[config.mk]
export PLATFORM = sky130hd
export DESIGN_NAME = datapath
export DESIGN_NICKNAME = d
export VERILOG_FILES = /design/src/core_pkg.sv /design/src/regfile.sv /design/src/fetch_stage.sv /design/src/decode_stage.sv /design/src/exec_stage.sv /design/src/control_unit.sv /design/src/datapath.sv
export SDC_FILE = /design/constraint.sdc
export NUM_CORES = 2
export LEC_CHECK = 0
export BUFFER_PORTS_ARGS = -buffer_cell sky130_fd_sc_hd__buf_2
export CORE_MARGIN = 5
export CORE_UTILIZATION = 35
export CTS_CLUSTER_DIAMETER = 120
export DETAILED_ROUTE_END_ITERATION = 16
export GPL_ROUTABILITY_DRIVEN = 0
export HOLD_SLACK_MARGIN = 0.05
export SYNTH_ARGS = -nofsm -noshare
export SYNTH_HDL_FRONTEND = slang
export SYNTH_SLANG_ARGS = --single-unit
[constraint.sdc]
create_clock -name clk_i -period 6.8 [get_ports clk_i]
set_input_delay 2.04 -clock clk_i [delete_from_list [all_inputs] [get_ports clk_i]]
set_output_delay 2.04 -clock clk_i [all_outputs]
set_load 0.05 [all_outputs]
[src/core_pkg.sv]
/* shared widths, RV32 opcode fields and the pipeline structs of the core
   every stage and the top level take what they need from here */
package core_pkg;

    localparam int XLEN = 32;

    typedef logic [XLEN-1:0] word_t;
    typedef logic [4:0]      reg_addr_t;

    localparam word_t RESET_PC = 32'h0000_0000;
    localparam word_t PC_STEP  = 32'd4;

    // major opcodes used by the supported subset
    localparam logic [6:0] OPC_OP     = 7'b0110011;
    localparam logic [6:0] OPC_OP_IMM = 7'b0010011;
    localparam logic [6:0] OPC_LUI    = 7'b0110111;
    localparam logic [6:0] OPC_BRANCH = 7'b1100011;
    localparam logic [6:0] OPC_JAL    = 7'b1101111;

    localparam logic [6:0] FUNCT7_BASE = 7'b0000000;
    localparam logic [6:0] FUNCT7_SUB  = 7'b0100000;

    // ebreak is a single fixed encoding
    localparam word_t EBREAK_WORD = 32'h0010_0073;

    typedef enum logic [3:0] {
        ADD, SUB, AND, OR, XOR, ADDI, LUI, BEQ, BNE, JAL, EBREAK, NOP
    } op_t;

    typedef struct packed {
        logic  valid;
        word_t pc;
        word_t instr;
    } if_id_t;

    typedef struct packed {
        logic      valid;
        word_t     pc;
        op_t       op;
        reg_addr_t rd;
        reg_addr_t rs1;
        reg_addr_t rs2;
        logic      we;
        word_t     imm;
        word_t     rs1_data;
        word_t     rs2_data;
    } id_ex_t;

    typedef struct packed {
        logic      valid;
        word_t     pc;
        reg_addr_t rd;
        logic      we;
        word_t     result;
        logic      halt;
    } ex_wb_t;

    typedef struct packed {
        logic  valid;
        word_t target;
    } redirect_t;

    typedef struct packed {
        logic      flush_if;
        logic      flush_id;
        logic      flush_ex;
        logic      stop_fetch;
        redirect_t redirect;
    } pipe_ctrl_t;

    typedef struct packed {
        logic      valid;
        word_t     pc;
        reg_addr_t rd;
        logic      we;
        word_t     data;
    } commit_t;

endpackage

[src/regfile.sv]
/* integer register file, two combinational reads and one write per cycle
   a write in the same cycle is passed straight to a matching read */
module regfile (
    input  logic               clk_i,
    input  logic               rstn_i,
    input  logic               we_i,
    input  core_pkg::reg_addr_t waddr_i,
    input  core_pkg::word_t    wdata_i,
    input  core_pkg::reg_addr_t raddr1_i,
    input  core_pkg::reg_addr_t raddr2_i,
    output core_pkg::word_t    rdata1_o,
    output core_pkg::word_t    rdata2_o
);
    import core_pkg::*;

    word_t regs_q [32];
    logic  wr_en;

    // x0 is never written
    assign wr_en = we_i && (waddr_i != '0);

    always_ff @(posedge clk_i, negedge rstn_i) begin
        if (!rstn_i) begin
            for (int i = 0; i < 32; i++) begin
                regs_q[i] <= '0;
            end
        end else if (wr_en) begin
            regs_q[waddr_i] <= wdata_i;
        end
    end

    assign rdata1_o = (raddr1_i == '0) ? '0 :
                      (wr_en && waddr_i == raddr1_i) ? wdata_i : regs_q[raddr1_i];
    assign rdata2_o = (raddr2_i == '0) ? '0 :
                      (wr_en && waddr_i == raddr2_i) ? wdata_i : regs_q[raddr2_i];

endmodule

[src/fetch_stage.sv]
/* program counter and instruction port, one fetch in flight at a time
   a redirect during a pending fetch drops its response and is requested next */
module fetch_stage (
    input  logic                 clk_i,
    input  logic                 rstn_i,
    input  core_pkg::pipe_ctrl_t pipe_ctrl_i,
    output logic                 req_valid_o,
    output core_pkg::word_t      req_addr_o,
    input  logic                 resp_valid_i,
    input  core_pkg::word_t      resp_instr_i,
    output core_pkg::if_id_t     if_id_o
);
    import core_pkg::*;

    logic   req_valid_q;
    word_t  req_addr_q;
    logic   drop_q;
    word_t  redir_pc_q;
    logic   fetch_done;
    if_id_t if_id_q;

    assign fetch_done = req_valid_q && resp_valid_i;

    always_ff @(posedge clk_i, negedge rstn_i) begin
        if (!rstn_i) begin
            req_valid_q <= 1'b0;
            req_addr_q  <= RESET_PC;
            drop_q      <= 1'b0;
        end else if (!req_valid_q) begin
            // idle after reset, or stopped for good once halted
            if (!pipe_ctrl_i.stop_fetch) begin
                req_valid_q <= 1'b1;
                if (pipe_ctrl_i.redirect.valid) begin
                    req_addr_q <= pipe_ctrl_i.redirect.target;
                end
            end
        end else if (fetch_done) begin
            req_valid_q <= !pipe_ctrl_i.stop_fetch;
            drop_q      <= 1'b0;
            if (pipe_ctrl_i.redirect.valid) begin
                req_addr_q <= pipe_ctrl_i.redirect.target;
            end else if (drop_q) begin
                req_addr_q <= redir_pc_q;
            end else begin
                req_addr_q <= req_addr_q + PC_STEP;
            end
        end else if (pipe_ctrl_i.redirect.valid) begin
            // address must stay put, so park the target
            drop_q <= 1'b1;
        end
    end

    always_ff @(posedge clk_i) begin
        if (pipe_ctrl_i.redirect.valid) begin
            redir_pc_q <= pipe_ctrl_i.redirect.target;
        end
    end

    always_ff @(posedge clk_i, negedge rstn_i) begin
        if (!rstn_i) begin
            if_id_q <= '0;
        end else begin
            if_id_q.valid <= fetch_done && !drop_q && !pipe_ctrl_i.flush_if;
            if_id_q.pc    <= req_addr_q;
            if_id_q.instr <= resp_instr_i;
        end
    end

    assign req_valid_o = req_valid_q;
    assign req_addr_o  = req_addr_q;
    assign if_id_o     = if_id_q;

endmodule

[src/decode_stage.sv]
/* decodes one instruction per cycle and reads its source registers
   jal is resolved here, everything else is passed to execute */
module decode_stage (
    input  logic                 clk_i,
    input  logic                 rstn_i,
    input  core_pkg::pipe_ctrl_t pipe_ctrl_i,
    input  core_pkg::if_id_t     if_id_i,
    output core_pkg::reg_addr_t  rs1_addr_o,
    output core_pkg::reg_addr_t  rs2_addr_o,
    input  core_pkg::word_t      rs1_data_i,
    input  core_pkg::word_t      rs2_data_i,
    output core_pkg::redirect_t  id_redirect_o,
    output core_pkg::id_ex_t     id_ex_o
);
    import core_pkg::*;

    word_t      instr;
    logic [6:0] opcode;
    logic [2:0] funct3;
    logic [6:0] funct7;
    reg_addr_t  rd;
    word_t      imm_i;
    word_t      imm_u;
    word_t      imm_b;
    word_t      imm_j;
    op_t        op;
    word_t      imm;
    logic       writes_rd;
    id_ex_t     id_ex_q;

    assign instr  = if_id_i.instr;
    assign opcode = instr[6:0];
    assign funct3 = instr[14:12];
    assign funct7 = instr[31:25];
    assign rd     = instr[11:7];

    assign imm_i = {{20{instr[31]}}, instr[31:20]};
    assign imm_u = {instr[31:12], 12'b0};
    assign imm_b = {{19{instr[31]}}, instr[31], instr[7], instr[30:25], instr[11:8], 1'b0};
    assign imm_j = {{11{instr[31]}}, instr[31], instr[19:12], instr[20], instr[30:21], 1'b0};

    always_comb begin
        op  = NOP;
        imm = '0;
        case (opcode)
            OPC_OP: begin
                if (funct7 == FUNCT7_BASE) begin
                    case (funct3)
                        3'b000:  op = ADD;
                        3'b100:  op = XOR;
                        3'b110:  op = OR;
                        3'b111:  op = AND;
                        default: op = NOP;
                    endcase
                end else if (funct7 == FUNCT7_SUB && funct3 == 3'b000) begin
                    op = SUB;
                end
            end
            OPC_OP_IMM: begin
                if (funct3 == 3'b000) begin
                    op  = ADDI;
                    imm = imm_i;
                end
            end
            OPC_LUI: begin
                op  = LUI;
                imm = imm_u;
            end
            OPC_BRANCH: begin
                imm = imm_b;
                if (funct3 == 3'b000) begin
                    op = BEQ;
                end else if (funct3 == 3'b001) begin
                    op = BNE;
                end
            end
            OPC_JAL: begin
                op  = JAL;
                imm = imm_j;
            end
            default: begin
                if (instr == EBREAK_WORD) begin
                    op = EBREAK;
                end
            end
        endcase
    end

    // only real results with a nonzero destination touch the register file
    assign writes_rd = (op inside {ADD, SUB, AND, OR, XOR, ADDI, LUI, JAL}) && (rd != '0);

    assign rs1_addr_o = instr[19:15];
    assign rs2_addr_o = instr[24:20];

    assign id_redirect_o.valid  = if_id_i.valid && (op == JAL);
    assign id_redirect_o.target = if_id_i.pc + imm_j;

    always_ff @(posedge clk_i, negedge rstn_i) begin
        if (!rstn_i) begin
            id_ex_q <= '0;
        end else begin
            id_ex_q.valid    <= if_id_i.valid && !pipe_ctrl_i.flush_id;
            id_ex_q.pc       <= if_id_i.pc;
            id_ex_q.op       <= op;
            id_ex_q.rd       <= rd;
            id_ex_q.rs1      <= rs1_addr_o;
            id_ex_q.rs2      <= rs2_addr_o;
            id_ex_q.we       <= writes_rd;
            id_ex_q.imm      <= imm;
            id_ex_q.rs1_data <= rs1_data_i;
            id_ex_q.rs2_data <= rs2_data_i;
        end
    end

    assign id_ex_o = id_ex_q;

endmodule

[src/exec_stage.sv]
/* execute stage with writeback bypass, ALU and branch resolution
   the result is registered and becomes the writeback entry */
module exec_stage (
    input  logic                 clk_i,
    input  logic                 rstn_i,
    input  core_pkg::pipe_ctrl_t pipe_ctrl_i,
    input  core_pkg::id_ex_t     id_ex_i,
    input  core_pkg::ex_wb_t     wb_i,
    output core_pkg::redirect_t  ex_redirect_o,
    output core_pkg::ex_wb_t     ex_wb_o
);
    import core_pkg::*;

    logic   wb_fwd_ok;
    word_t  op_a;
    word_t  op_b;
    word_t  result;
    logic   operands_eq;
    logic   taken;
    ex_wb_t ex_wb_q;

    // the writeback entry is the only producer that can be newer than the regfile read
    assign wb_fwd_ok = wb_i.valid && wb_i.we;

    assign op_a = (wb_fwd_ok && wb_i.rd == id_ex_i.rs1) ? wb_i.result : id_ex_i.rs1_data;
    assign op_b = (wb_fwd_ok && wb_i.rd == id_ex_i.rs2) ? wb_i.result : id_ex_i.rs2_data;

    always_comb begin
        case (id_ex_i.op)
            ADD:     result = op_a + op_b;
            SUB:     result = op_a - op_b;
            AND:     result = op_a & op_b;
            OR:      result = op_a | op_b;
            XOR:     result = op_a ^ op_b;
            ADDI:    result = op_a + id_ex_i.imm;
            LUI:     result = id_ex_i.imm;
            // link value
            JAL:     result = id_ex_i.pc + PC_STEP;
            default: result = '0;
        endcase
    end

    assign operands_eq = (op_a == op_b);

    always_comb begin
        taken = 1'b0;
        if (id_ex_i.valid) begin
            if (id_ex_i.op == BEQ) begin
                taken = operands_eq;
            end else if (id_ex_i.op == BNE) begin
                taken = !operands_eq;
            end
        end
    end

    assign ex_redirect_o.valid  = taken;
    assign ex_redirect_o.target = id_ex_i.pc + id_ex_i.imm;

    always_ff @(posedge clk_i, negedge rstn_i) begin
        if (!rstn_i) begin
            ex_wb_q <= '0;
        end else begin
            ex_wb_q.valid  <= id_ex_i.valid && !pipe_ctrl_i.flush_ex;
            ex_wb_q.pc     <= id_ex_i.pc;
            ex_wb_q.rd     <= id_ex_i.rd;
            ex_wb_q.we     <= id_ex_i.we;
            ex_wb_q.result <= result;
            ex_wb_q.halt   <= id_ex_i.valid && (id_ex_i.op == EBREAK);
        end
    end

    assign ex_wb_o = ex_wb_q;

endmodule

[src/control_unit.sv]
/* picks the redirect for fetch, raises the stage flushes and keeps the halt state
   an ebreak reaching writeback stops the core until reset */
module control_unit (
    input  logic                 clk_i,
    input  logic                 rstn_i,
    input  core_pkg::redirect_t  id_redirect_i,
    input  core_pkg::redirect_t  ex_redirect_i,
    input  logic                 wb_halt_i,
    output core_pkg::pipe_ctrl_t pipe_ctrl_o,
    output logic                 halt_o
);
    logic halt_q;

    always_ff @(posedge clk_i, negedge rstn_i) begin
        if (!rstn_i) begin
            halt_q <= 1'b0;
        end else if (wb_halt_i) begin
            halt_q <= 1'b1;
        end
    end

    // visible in the same cycle the ebreak commits
    assign halt_o = halt_q || wb_halt_i;

    always_comb begin
        pipe_ctrl_o = '0;
        if (halt_o) begin
            // everything younger than the ebreak is thrown away
            pipe_ctrl_o.flush_if   = 1'b1;
            pipe_ctrl_o.flush_id   = 1'b1;
            pipe_ctrl_o.flush_ex   = 1'b1;
            pipe_ctrl_o.stop_fetch = 1'b1;
        end else if (ex_redirect_i.valid) begin
            // older instruction, wins over a jal in decode
            pipe_ctrl_o.flush_if = 1'b1;
            pipe_ctrl_o.flush_id = 1'b1;
            pipe_ctrl_o.redirect = ex_redirect_i;
        end else if (id_redirect_i.valid) begin
            pipe_ctrl_o.flush_if = 1'b1;
            pipe_ctrl_o.redirect = id_redirect_i;
        end
    end

endmodule

[src/datapath.sv]
/* top level of the core: fetch, decode, execute and writeback around the control unit
   fetches over a request/response strobe pair and reports each retired instruction */
module datapath (
    input  logic              clk_i,
    input  logic              rstn_i,
    output logic              req_valid_o,
    output core_pkg::word_t   req_addr_o,
    input  logic              resp_valid_i,
    input  core_pkg::word_t   resp_instr_i,
    output core_pkg::commit_t commit_o,
    output logic              halt_o
);
    import core_pkg::*;

    pipe_ctrl_t pipe_ctrl;
    if_id_t     if_id;
    id_ex_t     id_ex;
    ex_wb_t     ex_wb;
    redirect_t  id_redirect;
    redirect_t  ex_redirect;
    reg_addr_t  rs1_addr;
    reg_addr_t  rs2_addr;
    word_t      rs1_data;
    word_t      rs2_data;
    logic       wb_we;

    control_unit control_unit_inst (
        .clk_i         (clk_i),
        .rstn_i        (rstn_i),
        .id_redirect_i (id_redirect),
        .ex_redirect_i (ex_redirect),
        .wb_halt_i     (ex_wb.valid && ex_wb.halt),
        .pipe_ctrl_o   (pipe_ctrl),
        .halt_o        (halt_o)
    );

    fetch_stage fetch_stage_inst (
        .clk_i        (clk_i),
        .rstn_i       (rstn_i),
        .pipe_ctrl_i  (pipe_ctrl),
        .req_valid_o  (req_valid_o),
        .req_addr_o   (req_addr_o),
        .resp_valid_i (resp_valid_i),
        .resp_instr_i (resp_instr_i),
        .if_id_o      (if_id)
    );

    decode_stage decode_stage_inst (
        .clk_i         (clk_i),
        .rstn_i        (rstn_i),
        .pipe_ctrl_i   (pipe_ctrl),
        .if_id_i       (if_id),
        .rs1_addr_o    (rs1_addr),
        .rs2_addr_o    (rs2_addr),
        .rs1_data_i    (rs1_data),
        .rs2_data_i    (rs2_data),
        .id_redirect_o (id_redirect),
        .id_ex_o       (id_ex)
    );

    // writeback happens straight out of the execute register
    assign wb_we = ex_wb.valid && ex_wb.we;

    regfile regfile_inst (
        .clk_i    (clk_i),
        .rstn_i   (rstn_i),
        .we_i     (wb_we),
        .waddr_i  (ex_wb.rd),
        .wdata_i  (ex_wb.result),
        .raddr1_i (rs1_addr),
        .raddr2_i (rs2_addr),
        .rdata1_o (rs1_data),
        .rdata2_o (rs2_data)
    );

    exec_stage exec_stage_inst (
        .clk_i         (clk_i),
        .rstn_i        (rstn_i),
        .pipe_ctrl_i   (pipe_ctrl),
        .id_ex_i       (id_ex),
        .wb_i          (ex_wb),
        .ex_redirect_o (ex_redirect),
        .ex_wb_o       (ex_wb)
    );

    assign commit_o.valid = ex_wb.valid;
    assign commit_o.pc    = ex_wb.pc;
    assign commit_o.rd    = ex_wb.rd;
    assign commit_o.we    = wb_we;
    assign commit_o.data  = ex_wb.result;

endmodule

After elaboration in Yosys (flattened, before gate mapping)
Index checks and enable logic that the tools add are counted.
{"block": "classes", "n_addsub": 7, "n_eq_ne": 35, "bitwise": 6, "reduce_logical": 37, "magnitude_cmp": 4, "mux": 48}
{"cell": "$bwmux 1024", "n": 1}
{"cell": "$mux 32", "n": 18}
{"cell": "$bmux 32 s5", "n": 2}
{"cell": "$pmux 32 s8", "n": 1}
{"cell": "$demux 32 s5", "n": 1}
{"cell": "$add 32x32->32", "n": 4}
{"cell": "$pmux 32 s4", "n": 1}
{"cell": "$mux 33", "n": 3}
{"cell": "$add 32x3->32 const B", "n": 2}
{"cell": "$and 32x32->32", "n": 1}
{"cell": "$eq 32x21->1 const B", "n": 1}
{"cell": "$eq 32x32->1", "n": 1}
{"cell": "$or 32x32->32", "n": 1}
{"cell": "$sub 32x32->32", "n": 1}
{"cell": "$xor 32x32->32", "n": 1}
{"cell": "$eq 4x3->1 const B", "n": 7}
{"cell": "$eq 7x6->1 const B", "n": 3}
{"cell": "$eq 5x5->1", "n": 4}
{"cell": "$pmux 4 s5", "n": 1}
{"cell": "$ge 6x6->1 const B", "n": 3}
{"cell": "$not 5->6", "n": 3}
{"cell": "$logic_and 1x1->1", "n": 17}
{"cell": "$eq 4x2->1 const B", "n": 4}
{"cell": "$eq 4x4->1 const B", "n": 4}
{"cell": "other kinds (22)", "n": 52}
{"block": "totals", "inputBits": 35, "register_bits": 1377, "word_cells": 193, "out_inout_bits": 105}

Logic depth before layout (Yosys ltp)
{"block": "depth", "depth_word": 13, "ltp_mapped": 22, "ltp_nobuf": 20}

Cells and area by module
From an unflattened synthesis, not the netlist that was laid out.
{"block": "unflattened", "cells_unflattened": 6185, "hier_area_um2": 77739.6}
{"module": "regfile", "seq_area_each_um2": 25624.6, "cells_per_inst": 3741, "instances": 1, "area_per_inst_um2": 54830.1}
{"module": "exec_stage", "seq_area_each_um2": 1801.7, "cells_per_inst": 1416, "instances": 1, "area_per_inst_um2": 10796.6}
{"module": "decode_stage", "seq_area_each_um2": 3728.6, "cells_per_inst": 510, "instances": 1, "area_per_inst_um2": 6257.3}
{"module": "fetch_stage", "seq_area_each_um2": 3438.3, "cells_per_inst": 395, "instances": 1, "area_per_inst_um2": 5031.1}
{"module": "control_unit", "seq_area_each_um2": 25.0, "cells_per_inst": 120, "instances": 1, "area_per_inst_um2": 804.5}
{"module": "datapath", "seq_area_each_um2": 0.0, "cells_per_inst": 3, "instances": 1, "area_per_inst_um2": 20.0}

Worst setup path after synthesis
Ideal clock, no wire load.
{"block": "synth_timing", "kind": "register to register", "from": "register exec_stage_inst.ex_wb_q, in the netlist exec_stage_inst.ex_wb_o[35]", "to": "register fetch_stage_inst.req_addr_q[17], in the netlist fetch_stage_inst.req_addr_o[17]", "arrival_ps": 5457, "setup_time_ps": 82, "t_required_ps": 6718, "stages_incl_launch_ff": 22, "path_buffers": 5, "setup_slack_ps": 1261, "period_less_slack_ps": 5539, "path_cell_list": "dfrtp_1 buf_2 xnor2_1 and4_1 buf_2 nand2_1 clkbuf_1 clkbuf_1 mux2i_1 inv_1 ha_1 or4_1 nor2_1 o2111ai_1 or4_4 o21a_2 o31ai_4 inv_2 nor2_4 buf_6 o211ai_1 a31oi_1"}
{"element": "start: declaration", "line_no": "exec_stage.sv:20", "text": "ex_wb_t ex_wb_q;"}
{"element": "end signal: assignment", "line_no": "fetch_stage.sv:34", "text": "req_addr_q <= pipe_ctrl_i.redirect.target;"}
{"element": "end signal: assignment", "line_no": "fetch_stage.sv:41", "text": "req_addr_q <= pipe_ctrl_i.redirect.target;"}
{"element": "end signal: assignment", "line_no": "fetch_stage.sv:43", "text": "req_addr_q <= redir_pc_q;"}
{"element": "end: declaration", "line_no": "fetch_stage.sv:16", "text": "word_t req_addr_q;"}

==> flow_summary.toml <==
[clock_tree]
cts-buffers-inserted = 157
cts_max_level = 4
postCtsHoldBufs = 0
cts_sinks = 1377
cts_tree = "done"
insertion_delay_ns = 0.79
cts_resized = 0
postCtsSetupBuffers = 0
path_clk_slew_ns = 0.06
clk_path_buf_depth = 3
cts-root-buf = "clkbuf_16"

[yosys]
ys_warn_count = 0
synth_edf_count = 32
syn_area_um2 = 77200
synth-seq-area-share_pct = 44.9
synth-async-reset-ratio_pct = 97.7
synth_nets = 6035
syn_area_per_cell_um2 = 13.3
synth_cells = 5821
ys.flop_type = "dfrtp_1"
ys_ff_latch = 1377
ys_types = 86

[layout]
fill_cells = 20574
nets = 5904
final_cell_mix = "1335 x dfrtp_1, 993 x mux2_2, 621 x mux4_2"
final_common_cell = "dfrtp_1"
finish.utilization_pct = 39.0
drive_gt1_share_pct = 38.3
synthToLayoutAreaGrowth_pct = 11.0

[grt]
grt_pass1_wl_um = 377000
grt-ovfl-total = 0
grt_max_degree = 157
grt_pass1_vias = 53158
antenna_found_initial = 20
track_usage_pct = 22.1

[drt]
via_count = 52816
final_antenna_net_count = 0
wl_um = 259000
wl_per_cell_um = 29.8
dr.pass1.iters = 8
drcViolationCount = 0
first_iter_violations = 5892
vias_per_cell = 6.08

[pwr]
ir_drop_v = 0.000255
powerDensity_nw_per_um2 = 250
p_leak_nw = 39.2

[sta]
finalCriticalPeriod_ns = 6.20
layout_worst_path_cycle_share_pct = 91.2
worst_pin_slew_ns = 1.28
setup_viol = 0
relSlewSlack_pct = 14.2
fmax_mhz = 161
grt_setup_unrepaired = "no"
setup_tns_ns = 0
finalHoldViolCount = 0
clock_skew_ns = 0.0303
slew_violations = 0

[critical_path]
cpPeakStageDelay_ns = 0.68
path_delay_family = "simple AND/OR/NAND/NOR gates"
crit_path_max_fanout = 21
start_kind = "flip-flop"
cp_slowest_cell = "nand2_2"
crit_buf_inv = 4
worstPathCellList = "nand2_1, nor2_1, nand2_2, buf_4, mux2i_1, inv_1, ha_1, or4_1, nor2_1, o2111ai_1, or4_4, o21a_2, o31ai_4, buf_4, inv_2, nor2_4, o2111ai_1, and3b_1"
required_ns = 7.47
cp.arrival_ns = 6.87
critical_path_class = "flip-flop to flip-flop"
r2r_slack_ns = 0.60
worstSetupEndpointType = "flip-flop"

[floorplanning]
die-height_um = 480
rows = 172
start_util_pct = 35.2
ios = 140
die_area_um2 = 230000
die_w_um = 480
core_um2 = 220000

[job]
maxCapViolations = 0

[placement]
port_buffers = 139
dp_hpwl_um = 158000

[min_path]
hold_path_class = "flip-flop to flip-flop"

[status]
status = "complete, no violations"
## Yosys cell counts (all sizes together), types with 39 or more instances
cell type | instances | area (um2)
a211oi | 98 | 736
a21o | 77 | 578
a21oi | 180 | 901
buf | 172 | 940
clkbuf | 398 | 1500
dfrtp | 1345 | 33700
ha | 175 | 2190
inv | 124 | 465
mux2 | 993 | 11200
mux2i | 140 | 1400
mux4 | 621 | 14000
nand2 | 241 | 905
nand3 | 64 | 320
nor2 | 302 | 1150
nor2b | 39 | 244
nor3 | 44 | 220
o21ai | 132 | 661
xnor2 | 118 | 1030
xor2 | 57 | 499
## layout make-up
type / instances / area, um2 / area share (%)
Antenna cell: 3 / 7.51 / 0.00876
Tap cell: 2871 / 3590 / 4.19
Multi-Input combinational cell: 3750 / 39900 / 46.6
Sequential cell: 1377 / 34700 / 40.5
Timing Repair Buffer: 280 / 1940 / 2.27
Clock buffer: 235 / 4640 / 5.42
Inverter: 124 / 465 / 0.543
Clock inverter: 43 / 425 / 0.497
## report_power, final
part	total, mW	switching (mW)	internal, mW
Combinational	3.59	2.45	1.14
Sequential	9.42	0.825	8.59
Clock	8.42	3.49	4.93
## state kept, by name, indices dropped and copies added, names as in the netlist
signal                        count
fetch_stage_inst.if_id_o         65
fetch_stage_inst.redir_pc_q      32
fetch_stage_inst.drop_q           1
fetch_stage_inst.req_addr_o      32
regfile_inst.regs_q            1024
exec_stage_inst.ex_wb_o          72
decode_stage_inst.id_ex_o       149
control_unit_inst.halt_q          1
fetch_stage_inst.req_valid_o      1
## metrics by stage
step                instances  hold WS, ns  cell area, um2  setup slack (ns)  total power [mW]
detailed placement       8402        0.342           80600             0.778              13.1
floorplan                5821        0.331           77200              1.26              11.7
global route             8681        0.365           85700             0.236              22.1
CTS                      8680        0.352           85700             0.723              21.5
global placement         8402        0.347           80600             0.876              13.1
finish                   8683        0.351           85700             0.601              21.4
## path summary, 6_finish.rpt
| kind | start | endpoint | cells after the start |
|---|---|---|---|
| max in group asynchronous | rstn_i | fetch_stage_inst.req_addr_o[29] | 2 |
| worst min-delay path | decode_stage_inst.id_ex_o[109] | exec_stage_inst.ex_wb_o[36] | 0 |
| worst max-delay path | exec_stage_inst.ex_wb_o[71] | fetch_stage_inst.req_addr_o[19] | 18 |
| worst max register to register | exec_stage_inst.ex_wb_o[71] | fetch_stage_inst.req_addr_o[19] | 18 |
| min in group asynchronous | rstn_i | regfile_inst.regs_q[675] | 1 |
| worst min register to register | decode_stage_inst.id_ex_o[109] | exec_stage_inst.ex_wb_o[36] | 0 |
## worst reg2reg max path, delay by kind of cell (launching register included)
kind                     cells  cell delay (ns)
AO/OA/AOI/OAI                4             0.81
adder cells (fa/ha/maj)      1             0.31
buffers and inverters        4             1.13
flip-flops                   1             0.39
multiplexers                 1             0.37
AND/OR/NAND/NOR              8             3.07
## kinds of logic after synthesis
| group | Yosys count | share of synthesized area, % |
|---|---|---|
| multiplexers | 1754 | 34.4 |
| buffers and inverters | 694 | 3.76 |
| AND/OR/NAND/NOR | 871 | 5.23 |
| adder cells (fa/ha/maj) | 179 | 2.94 |
| XOR/XNOR | 175 | 1.99 |
| AO/OA/AOI/OAI | 771 | 6.78 |
| flip-flops | 1377 | 44.9 |
## layer usage
layer	vias up	wire length, um	global-route usage, %
met5	-	23	0
li1	21643	-	-
met2	2549	116000	33.7
met3	530	23500	5.37
met4	4	10300	7.96
met1	28090	109000	30.7
Power figures use the tool's default switching activity.
